### src/verilog/decode_pkg.sv
package decode_pkg;

  typedef logic [31:0] word_t;
  typedef logic [4:0]  reg_addr_t;

  // major opcode, bits 31:26
  localparam logic [5:0] OP_MAJ_ALU    = 6'h00;
  localparam logic [5:0] OP_MAJ_LU12I  = 6'h05;
  localparam logic [5:0] OP_MAJ_PCADDU = 6'h07;
  localparam logic [5:0] OP_MAJ_MEM    = 6'h0a;
  localparam logic [5:0] OP_MAJ_JIRL   = 6'h13;
  localparam logic [5:0] OP_MAJ_B      = 6'h14;
  localparam logic [5:0] OP_MAJ_BL     = 6'h15;
  localparam logic [5:0] OP_MAJ_BEQ    = 6'h16;
  localparam logic [5:0] OP_MAJ_BNE    = 6'h17;

  // bits 25:22
  localparam logic [3:0] OP_MID_REG    = 4'h0;
  localparam logic [3:0] OP_MID_SHIFTI = 4'h1;
  localparam logic [3:0] OP_MID_LD_W   = 4'h2;
  localparam logic [3:0] OP_MID_ST_W   = 4'h6;
  localparam logic [3:0] OP_MID_SLTI   = 4'h8;
  localparam logic [3:0] OP_MID_SLTUI  = 4'h9;
  localparam logic [3:0] OP_MID_ADDI   = 4'ha;
  localparam logic [3:0] OP_MID_ANDI   = 4'hd;
  localparam logic [3:0] OP_MID_ORI    = 4'he;
  localparam logic [3:0] OP_MID_XORI   = 4'hf;

  // bits 21:20
  localparam logic [1:0] OP_SUB_SHIFTI = 2'h0;
  localparam logic [1:0] OP_SUB_3R     = 2'h1;
  localparam logic [1:0] OP_SUB_DIV    = 2'h2;

  // bits 19:15
  localparam logic [4:0] OP_MIN_ADD  = 5'h00;
  localparam logic [4:0] OP_MIN_SUB  = 5'h02;
  localparam logic [4:0] OP_MIN_SLT  = 5'h04;
  localparam logic [4:0] OP_MIN_SLTU = 5'h05;
  localparam logic [4:0] OP_MIN_NOR  = 5'h08;
  localparam logic [4:0] OP_MIN_AND  = 5'h09;
  localparam logic [4:0] OP_MIN_OR   = 5'h0a;
  localparam logic [4:0] OP_MIN_XOR  = 5'h0b;
  localparam logic [4:0] OP_MIN_SLL  = 5'h0e;
  localparam logic [4:0] OP_MIN_SRL  = 5'h0f;
  localparam logic [4:0] OP_MIN_SRA  = 5'h10;
  localparam logic [4:0] OP_MIN_MUL  = 5'h18;
  localparam logic [4:0] OP_MIN_DIV  = 5'h00;
  localparam logic [4:0] OP_MIN_SLLI = 5'h01;
  localparam logic [4:0] OP_MIN_SRLI = 5'h09;
  localparam logic [4:0] OP_MIN_SRAI = 5'h11;

  typedef enum logic [3:0] {
    ALU_ADD,
    ALU_SUB,
    ALU_SLT,
    ALU_SLTU,
    ALU_AND,
    ALU_NOR,
    ALU_OR,
    ALU_XOR,
    ALU_SLL,
    ALU_SRL,
    ALU_SRA,
    ALU_LUI
  } alu_op_e;

  typedef enum logic [2:0] {
    BR_NONE,
    BR_BEQ,
    BR_BNE,
    BR_B,
    BR_BL,
    BR_JIRL
  } br_kind_e;

  typedef struct packed {
    word_t       pc;
    logic [31:0] instr;
  } fetch_slot_t;

  typedef struct packed {
    logic      valid;
    logic      gr_we;
    reg_addr_t dest;
    word_t     data;
  } fwd_t;

  typedef struct packed {
    alu_op_e   alu_op;
    br_kind_e  br_kind;
    word_t     pc;
    word_t     imm;
    logic      src1_is_pc;
    logic      src2_is_imm;
    logic      src2_is_4;
    logic      gr_we;
    logic      mem_we;
    logic      res_from_mem;
    logic      is_mul;
    logic      is_div;
    logic      is_ls;
    logic      may_jump;
    logic      use_rj;
    logic      use_rkd;
    logic      illegal;
    reg_addr_t dest;
    reg_addr_t raddr1;
    reg_addr_t raddr2;
  } decoded_t;

  typedef struct packed {
    decoded_t dec;
    word_t    rj_value;
    word_t    rkd_value;
  } issue_t;

endpackage

### src/verilog/decode_stage.sv
`timescale 1ns/10ps

module decode_stage (
  input  logic                          clk,
  input  logic                          rst,
  input  decode_pkg::fetch_slot_t [1:0] if_slot,
  input  logic [1:0]                    if_valid,
  output logic [1:0]                    pop,
  output decode_pkg::reg_addr_t [3:0]   rf_raddr,
  input  decode_pkg::word_t [3:0]       rf_rdata,
  input  decode_pkg::fwd_t              fwd_near,
  input  decode_pkg::fwd_t              fwd_far,
  output decode_pkg::issue_t [1:0]      exe_instr,
  output logic [1:0]                    exe_valid,
  input  logic                          exe_ready,
  input  logic                          flush
);

  import decode_pkg::*;

  decoded_t [1:0] dec;
  word_t [1:0]    rj_value;
  word_t [1:0]    rkd_value;

  // ports 2i and 2i+1 serve slot i
  for (genvar i = 0; i < 2; i++)
  begin : gen_slot
    instr_decoder u_decoder (
      .slot (if_slot[i]),
      .dec  (dec[i])
    );

    assign rf_raddr[2*i]   = dec[i].raddr1;
    assign rf_raddr[2*i+1] = dec[i].raddr2;

    operand_bypass u_bypass (
      .raddr1    (dec[i].raddr1),
      .raddr2    (dec[i].raddr2),
      .rdata1    (rf_rdata[2*i]),
      .rdata2    (rf_rdata[2*i+1]),
      .fwd_near  (fwd_near),
      .fwd_far   (fwd_far),
      .rj_value  (rj_value[i]),
      .rkd_value (rkd_value[i])
    );
  end

  issue_ctrl u_issue (
    .clk       (clk),
    .rst       (rst),
    .dec       (dec),
    .rj_value  (rj_value),
    .rkd_value (rkd_value),
    .if_valid  (if_valid),
    .pop       (pop),
    .exe_ready (exe_ready),
    .flush     (flush),
    .exe_instr (exe_instr),
    .exe_valid (exe_valid)
  );

endmodule

### src/verilog/instr_decoder.sv
`timescale 1ns/10ps

module instr_decoder (
  input  decode_pkg::fetch_slot_t slot,
  output decode_pkg::decoded_t    dec
);

  import decode_pkg::*;

  logic [31:0] ins;
  logic [5:0]  op_31_26;
  logic [3:0]  op_25_22;
  logic [1:0]  op_21_20;
  logic [4:0]  op_19_15;
  reg_addr_t   rd;
  reg_addr_t   rj;
  reg_addr_t   rk;
  reg_addr_t   dest;
  logic [11:0] i12;
  logic [15:0] i16;
  logic [19:0] i20;
  logic [25:0] i26;

  logic grp_alu;
  logic grp_3r;
  logic grp_div;
  logic grp_shifti;
  logic grp_mem;

  logic inst_add_w, inst_sub_w, inst_slt, inst_sltu;
  logic inst_nor, inst_and, inst_or, inst_xor;
  logic inst_addi_w, inst_slti, inst_sltui, inst_andi, inst_ori, inst_xori;
  logic inst_slli_w, inst_srli_w, inst_srai_w;
  logic inst_sll_w, inst_srl_w, inst_sra_w;
  logic inst_lu12i_w, inst_pcaddu12i, inst_ld_w, inst_st_w;
  logic inst_beq, inst_bne, inst_b, inst_bl, inst_jirl;
  logic inst_mul_w, inst_div_w;

  logic    kept;
  logic    reads_rd;
  logic    src2_imm;
  alu_op_e alu_op;
  word_t   imm;

  assign ins      = slot.instr;
  assign op_31_26 = ins[31:26];
  assign op_25_22 = ins[25:22];
  assign op_21_20 = ins[21:20];
  assign op_19_15 = ins[19:15];
  assign rd       = ins[4:0];
  assign rj       = ins[9:5];
  assign rk       = ins[14:10];
  assign i12      = ins[21:10];
  assign i16      = ins[25:10];
  assign i20      = ins[24:5];
  assign i26      = {ins[9:0], ins[25:10]};

  assign grp_alu    = (op_31_26 == OP_MAJ_ALU);
  assign grp_3r     = grp_alu && (op_25_22 == OP_MID_REG) && (op_21_20 == OP_SUB_3R);
  assign grp_div    = grp_alu && (op_25_22 == OP_MID_REG) && (op_21_20 == OP_SUB_DIV);
  assign grp_shifti = grp_alu && (op_25_22 == OP_MID_SHIFTI) && (op_21_20 == OP_SUB_SHIFTI);
  assign grp_mem    = (op_31_26 == OP_MAJ_MEM);

  assign inst_add_w  = grp_3r && (op_19_15 == OP_MIN_ADD);
  assign inst_sub_w  = grp_3r && (op_19_15 == OP_MIN_SUB);
  assign inst_slt    = grp_3r && (op_19_15 == OP_MIN_SLT);
  assign inst_sltu   = grp_3r && (op_19_15 == OP_MIN_SLTU);
  assign inst_nor    = grp_3r && (op_19_15 == OP_MIN_NOR);
  assign inst_and    = grp_3r && (op_19_15 == OP_MIN_AND);
  assign inst_or     = grp_3r && (op_19_15 == OP_MIN_OR);
  assign inst_xor    = grp_3r && (op_19_15 == OP_MIN_XOR);
  assign inst_sll_w  = grp_3r && (op_19_15 == OP_MIN_SLL);
  assign inst_srl_w  = grp_3r && (op_19_15 == OP_MIN_SRL);
  assign inst_sra_w  = grp_3r && (op_19_15 == OP_MIN_SRA);
  assign inst_mul_w  = grp_3r && (op_19_15 == OP_MIN_MUL);
  assign inst_div_w  = grp_div && (op_19_15 == OP_MIN_DIV);
  assign inst_slli_w = grp_shifti && (op_19_15 == OP_MIN_SLLI);
  assign inst_srli_w = grp_shifti && (op_19_15 == OP_MIN_SRLI);
  assign inst_srai_w = grp_shifti && (op_19_15 == OP_MIN_SRAI);

  assign inst_slti   = grp_alu && (op_25_22 == OP_MID_SLTI);
  assign inst_sltui  = grp_alu && (op_25_22 == OP_MID_SLTUI);
  assign inst_addi_w = grp_alu && (op_25_22 == OP_MID_ADDI);
  assign inst_andi   = grp_alu && (op_25_22 == OP_MID_ANDI);
  assign inst_ori    = grp_alu && (op_25_22 == OP_MID_ORI);
  assign inst_xori   = grp_alu && (op_25_22 == OP_MID_XORI);
  assign inst_ld_w   = grp_mem && (op_25_22 == OP_MID_LD_W);
  assign inst_st_w   = grp_mem && (op_25_22 == OP_MID_ST_W);

  // 1RI20 forms need bit 25 clear
  assign inst_lu12i_w   = (op_31_26 == OP_MAJ_LU12I) && !ins[25];
  assign inst_pcaddu12i = (op_31_26 == OP_MAJ_PCADDU) && !ins[25];
  assign inst_jirl      = (op_31_26 == OP_MAJ_JIRL);
  assign inst_b         = (op_31_26 == OP_MAJ_B);
  assign inst_bl        = (op_31_26 == OP_MAJ_BL);
  assign inst_beq       = (op_31_26 == OP_MAJ_BEQ);
  assign inst_bne       = (op_31_26 == OP_MAJ_BNE);

  assign kept = inst_add_w | inst_sub_w | inst_slt | inst_sltu | inst_nor | inst_and |
                inst_or | inst_xor | inst_addi_w | inst_slti | inst_sltui | inst_andi |
                inst_ori | inst_xori | inst_slli_w | inst_srli_w | inst_srai_w |
                inst_sll_w | inst_srl_w | inst_sra_w | inst_lu12i_w | inst_pcaddu12i |
                inst_ld_w | inst_st_w | inst_beq | inst_bne | inst_b | inst_bl |
                inst_jirl | inst_mul_w | inst_div_w;

  assign reads_rd = inst_beq | inst_bne | inst_st_w;
  assign dest     = inst_bl ? 5'd1 : rd;
  assign src2_imm = inst_slli_w | inst_srli_w | inst_srai_w | inst_addi_w | inst_slti |
                    inst_sltui | inst_andi | inst_ori | inst_xori | inst_ld_w |
                    inst_st_w | inst_lu12i_w | inst_pcaddu12i;

  always_comb
  begin
    if (inst_sub_w || inst_beq || inst_bne)
      alu_op = ALU_SUB;
    else if (inst_slt || inst_slti)
      alu_op = ALU_SLT;
    else if (inst_sltu || inst_sltui)
      alu_op = ALU_SLTU;
    else if (inst_and || inst_andi)
      alu_op = ALU_AND;
    else if (inst_nor)
      alu_op = ALU_NOR;
    else if (inst_or || inst_ori)
      alu_op = ALU_OR;
    else if (inst_xor || inst_xori)
      alu_op = ALU_XOR;
    else if (inst_sll_w || inst_slli_w)
      alu_op = ALU_SLL;
    else if (inst_srl_w || inst_srli_w)
      alu_op = ALU_SRL;
    else if (inst_sra_w || inst_srai_w)
      alu_op = ALU_SRA;
    else if (inst_lu12i_w)
      alu_op = ALU_LUI;
    else
      alu_op = ALU_ADD;
  end

  // immediate by encoding class, branch offsets are word scaled
  always_comb
  begin
    if (inst_lu12i_w || inst_pcaddu12i)
      imm = {i20, 12'b0};
    else if (inst_slli_w || inst_srli_w || inst_srai_w)
      imm = {27'b0, rk};
    else if (inst_b || inst_bl)
      imm = {{4{i26[25]}}, i26, 2'b00};
    else if (inst_jirl || inst_beq || inst_bne)
      imm = {{14{i16[15]}}, i16, 2'b00};
    else if (inst_andi || inst_ori || inst_xori)
      imm = {20'b0, i12};
    else if (inst_addi_w || inst_slti || inst_sltui || inst_ld_w || inst_st_w)
      imm = {{20{i12[11]}}, i12};
    else
      imm = '0;
  end

  always_comb
  begin
    dec.alu_op       = alu_op;
    dec.br_kind      = inst_beq  ? BR_BEQ  :
                       inst_bne  ? BR_BNE  :
                       inst_b    ? BR_B    :
                       inst_bl   ? BR_BL   :
                       inst_jirl ? BR_JIRL : BR_NONE;
    dec.pc           = slot.pc;
    dec.imm          = imm;
    dec.src1_is_pc   = inst_jirl | inst_bl | inst_pcaddu12i;
    dec.src2_is_imm  = src2_imm;
    dec.src2_is_4    = inst_jirl | inst_bl;
    dec.gr_we        = kept & ~(inst_st_w | inst_beq | inst_bne | inst_b) & (|dest);
    dec.mem_we       = inst_st_w;
    dec.res_from_mem = inst_ld_w;
    dec.is_mul       = inst_mul_w;
    dec.is_div       = inst_div_w;
    dec.is_ls        = inst_ld_w | inst_st_w;
    dec.may_jump     = inst_beq | inst_bne | inst_b | inst_bl | inst_jirl;
    dec.use_rj       = kept & ~(inst_lu12i_w | inst_pcaddu12i | inst_b | inst_bl);
    dec.use_rkd      = kept & (grp_3r | grp_div | reads_rd);
    dec.illegal      = ~kept;
    dec.dest         = dest;
    dec.raddr1       = rj;
    dec.raddr2       = reads_rd ? rd : rk;
  end

endmodule

### src/verilog/issue_ctrl.sv
`timescale 1ns/10ps

module issue_ctrl (
  input  logic                       clk,
  input  logic                       rst,
  input  decode_pkg::decoded_t [1:0] dec,
  input  decode_pkg::word_t [1:0]    rj_value,
  input  decode_pkg::word_t [1:0]    rkd_value,
  input  logic [1:0]                 if_valid,
  output logic [1:0]                 pop,
  input  logic                       exe_ready,
  input  logic                       flush,
  output decode_pkg::issue_t [1:0]   exe_instr,
  output logic [1:0]                 exe_valid
);

  import decode_pkg::*;

  logic         slot0_long;
  logic         slot0_writes;
  logic         raw_hazard;
  logic         single;
  logic         issue1;
  issue_t [1:0] issue_next;

  // slot 0 occupies the mul or div unit
  assign slot0_long   = dec[0].is_mul | dec[0].is_div;
  assign slot0_writes = dec[0].gr_we & (|dec[0].dest);

  // slot 1 reads what slot 0 is about to write
  assign raw_hazard = slot0_writes &
                      (((dec[0].dest == dec[1].raddr1) & dec[1].use_rj) |
                       ((dec[0].dest == dec[1].raddr2) & dec[1].use_rkd));

  assign single = dec[0].may_jump |
                  dec[0].is_ls |
                  (dec[1].may_jump & slot0_long) |
                  (dec[1].is_ls & slot0_long) |
                  (dec[0].is_mul & dec[1].is_mul) |
                  (dec[0].is_div & dec[1].is_div) |
                  dec[0].illegal |
                  dec[1].illegal |
                  raw_hazard;

  assign issue1 = if_valid[1] & ~single;

  assign pop[0] = if_valid[0] & exe_ready;
  assign pop[1] = issue1 & exe_ready;

  always_comb
  begin
    for (int i = 0; i < 2; i++)
    begin
      issue_next[i].dec       = dec[i];
      issue_next[i].rj_value  = rj_value[i];
      issue_next[i].rkd_value = rkd_value[i];
    end
  end

  always_ff @(posedge clk)
  begin
    if (exe_ready)
    begin
      exe_instr <= issue_next;
    end
  end

  always_ff @(posedge clk)
  begin
    if (rst || flush)
    begin
      exe_valid <= 2'b00;
    end
    else if (exe_ready)
    begin
      exe_valid <= {issue1, if_valid[0]};
    end
  end

  a_valid_cleared: assert property (@(posedge clk) (rst || flush) |=> (exe_valid == 2'b00))
    else $error("exe_valid set in the cycle after reset or flush");

  // fetch shifts by the pop count
  a_pop_in_order: assert property (@(posedge clk) disable iff (rst)
    pop[1] |-> pop[0])
    else $error("slot 1 popped without slot 0");

endmodule

### src/verilog/operand_bypass.sv
`timescale 1ns/10ps

module operand_bypass (
  input  decode_pkg::reg_addr_t raddr1,
  input  decode_pkg::reg_addr_t raddr2,
  input  decode_pkg::word_t     rdata1,
  input  decode_pkg::word_t     rdata2,
  input  decode_pkg::fwd_t      fwd_near,
  input  decode_pkg::fwd_t      fwd_far,
  output decode_pkg::word_t     rj_value,
  output decode_pkg::word_t     rkd_value
);

  import decode_pkg::*;

  // youngest result first, r0 goes through like any other register
  function automatic word_t pick(input reg_addr_t addr, input word_t rf_data,
                                 input fwd_t near, input fwd_t far);
    word_t value;
    if (near.valid && near.gr_we && (near.dest == addr))
    begin
      value = near.data;
    end
    else if (far.valid && far.gr_we && (far.dest == addr))
    begin
      value = far.data;
    end
    else
    begin
      value = rf_data;
    end
    return value;
  endfunction

  assign rj_value  = pick(raddr1, rdata1, fwd_near, fwd_far);
  assign rkd_value = pick(raddr2, rdata2, fwd_near, fwd_far);

endmodule
### config.mk
export PLATFORM = sky130hd
export DESIGN_NAME = decode_stage
export DESIGN_NICKNAME = d
export VERILOG_FILES = /design/src/verilog/decode_pkg.sv /design/src/verilog/decode_stage.sv /design/src/verilog/instr_decoder.sv /design/src/verilog/issue_ctrl.sv /design/src/verilog/operand_bypass.sv
export SDC_FILE = /design/constraint.sdc
export NUM_CORES = 1
export LEC_CHECK = 0
export BUFFER_PORTS_ARGS = -buffer_cell sky130_fd_sc_hd__buf_2
export CORE_AREA = 2 2 272 274
export DETAILED_ROUTE_END_ITERATION = 8
export DIE_AREA = 0 0 274 276
export MAX_ROUTING_LAYER = met4
export SLEW_MARGIN = 20
export SYNTH_ARGS = -nofsm -noshare
export SYNTH_HDL_FRONTEND = slang
export SYNTH_HIERARCHICAL = 1
export SYNTH_SLANG_ARGS = --single-unit
### constraint.sdc
create_clock -name clk -period 3.55 [get_ports clk]
set_clock_uncertainty 0.2 [all_clocks]
set_input_delay 0.1775 -clock clk [delete_from_list [all_inputs] [get_ports clk]]
set_output_delay 0.1775 -clock clk [all_outputs]
set_load 0.05 [all_outputs]
==> run metrics <==
top cell type's share of synthesized area 0.576; first-iteration detailed-routing DRC count 2336; Routed WL per cell ~24 um; min Tclk post-route 3.50 ns; number of synthesized flops with an enable pin around 330; total congestion overflow 0; share of layout cells above drive strength 1 0.345; CP Launch Type input port; final WL roughly 84000 um; Antenna Nets Post-Route 0; Post-CTS Setup Bufs 0; Yosys top cell by area edfxtp_1; syn_area_per_cell 11.2 um^2; crit path cell chain buf_2, dlygate4sd3_1, buf_4, nand4_1, o21ai_1, buf_4, mux2_2, xnor2_1, nand4_1, or2_4, buf_12, a31oi_1, dlygate4sd3_1; #FFs+latches synth 328; CP top delay family buffers and inverters; post-synthesis simple-gate area fraction 0.160; outcome finished, final reports clean; placed cells approximately 3000; clk_lat worst skew between 0.5 and 0.6 ns; setup violators final 0; design area between 20000 and 30000 um^2; Core Area 72600 um^2; ranking of synthesized cells by area edfxtp_1 (58%), a31oi_1 (4.9%), o21ai_0 (4.4%); Setup crit end kind register; # DRC 0; XOR/XNOR Fraction of Synth Area 0.0289; largest net degree at the start of global routing roughly 110; crit-path max FO 27; vias in the first global route ~18000; Clock Sinks 328; Vias/cell 5.19; final critical-path share of the clock period 0.985; P per Cell Area 446 nW/um^2; RePlAce Congestion around 0.94; Distinct cells, synth 60; nets@finish about 2800; antenna violations before repair 8; die height about 280 um; starting density of the core 0.234; Layout Utilization 0.364; IO buf count 689; Ys Warns 6; number of buffers created by CTS about 40; Pwr Total approximately 12 mW; CTS tree done; slowest CP cell dlygate4sd3_1; Compound-Gate Fraction of Synth Area 0.142; Net Count, Synth approximately 1900; Slew Limit Fails 0; largest family of logic cells by synthesized area simple AND/OR/NAND/NOR gates; overall routing resource usage 0.218; Arr. time, crit path ~3.7 ns; first-pass GRT wire length roughly 120000 um; mapped cell area between 15000 and 20000 um^2; mux share of post-synthesis cell area 0.0103; sequential fraction of the synthesis area 0.579; Clock Tree Buf Depth 3; count leader, synth edfxtp_1; row count around 100; Max VDD drop 0.000420 V; fmax approximately 290 MHz; most frequent cells after synthesis edfxtp_1 (326), o21ai_0 (150), nor3_1 (143); ys async rst share 0; die area ~76000 um^2; CTS root buf clkbuf_16; Synth Flop Type edfxtp_1; WP buf/inv 6; H-tree Lvls 2; WS Path Type input port to register; worst min path class input port to register; Adder-Cell Fraction of Synth Area 0; MaxCap Viol Count 0; Slew headroom 0.447; Cells after Synth about 1500; Ports a little under 700; drt first pass iters 7; area post-placement approximately 21000 um^2; DR vias between 15000 and 20000; CP peak stage delay roughly 0.59 ns; die width 274 um; Hold Violations, Final 0; Area growth, synth to finish 55.6%; Least-Margin Pin Slew just over 0.8 ns; Pleak 10.1 nW; dpl hpwl a little under 60000 um; Clock transition at path regs 0.06 ns; final std cells w/o fill 3500; required time of the critical path 3.78 ns
-- cell usage in the layout, fill, tap and decap left out, types with 9 or more instances in the layout --
master and n:
buf_2 687, dlygate4sd3_1 405, edfxtp_1 326, o21ai_0 149, nor3_1 141, nand3_1 137, a31oi_1 131, buf_4 57
nor2_1 53, xnor2_1 48, nand2_1 44, clkbuf_16 41, nand4_1 22, a22o_1 20, a21oi_1 19, and2_1 15
buf_12 12, mux2_2 12, o22ai_1 11, a21o_1 10, a221o_1 10, nor2b_1 9, inv_1 9
-- worst paths after layout --
path	from	cells past startpoint	endpoint	slack (ns)
max	if_slot[91]	13	u_issue/exe_instr[164]$_DFFE_PP_	0.05
min	if_slot[87]	4	u_issue/exe_instr[324]$_DFFE_PP_	0.04
max reg2reg	u_issue/exe_valid[1]$_SDFFE_PP0P_	4	u_issue/exe_valid[1]$_SDFFE_PP0P_	1.67
min reg2reg	u_issue/exe_valid[0]$_SDFFE_PP0P_	3	u_issue/exe_valid[0]$_SDFFE_PP0P_	0.92
-- timing repair --
action / CTS / global route
endpoints found under the hold margin: 366 / 0
setup endpoints to repair: 0 / 64
resized for setup: 0 / 19
hold buffers: 406 / 0
-- tightest hold or removal path, cell delays in order --
cell and delay (ns):
buf_2 0.09, buf_4 0.15, o21ai_0 0.08, o22ai_1 0.16
-- per-layer routing --
metal,GRT usage,share of wire,up-vias
met5,-,0,-
met4,0.103,0.057,0
met3,0.0624,0.11,340
met2,0.343,0.46,1447
met1,0.256,0.37,8606
li1,-,-,7760
-- stage by stage --
step	hold slack (ns)	setup slack (ns)	setup TNS (ns)
after floorplan	0.0464	0.126	0
after global placement	0.155	0.198	0
after detailed placement	0.156	0.118	0
after CTS	0.00109	0.00274	0
after global routing	0.0192	-0.0111	-0.0111
final	0.0421	0.0540	0
-- sequential cells by signal, summed over array words and instances (netlist names) --
signal / flops
u_issue/exe_valid: 2
u_issue/exe_instr: 326
-- layout make-up --
type / count / area (um^2)
sequential: 328 / 9830
antenna: 6 / 15.0
tap: 959 / 1200
inverter: 9 / 33.8
multi-input combinational: 963 / 5890
clock buffer: 46 / 1040
fill: 7156 / 46200
clock inverter: 26 / 238
timing repair buffer: 1163 / 8190
-- logic make-up (layout without fill, tap and decap cells) --
logic type	count (synthesis)	in the layout
xor gates and xnor gates	56	56
other	0	6
muxes	16	16
buffers and inverters	221	1244
AOI/OAI and AO/OA	383	383
DFF	328	328
and+or+nand+nor	508	508
-- power by group --
group / internal [mW] / total, mW / switching, mW
Sequential: 4.59 / 4.70 / 0.110
Clock: 2.35 / 4.14 / 1.79
Combinational: 0.865 / 2.93 / 2.06
(Power assumes the default switching activity.)
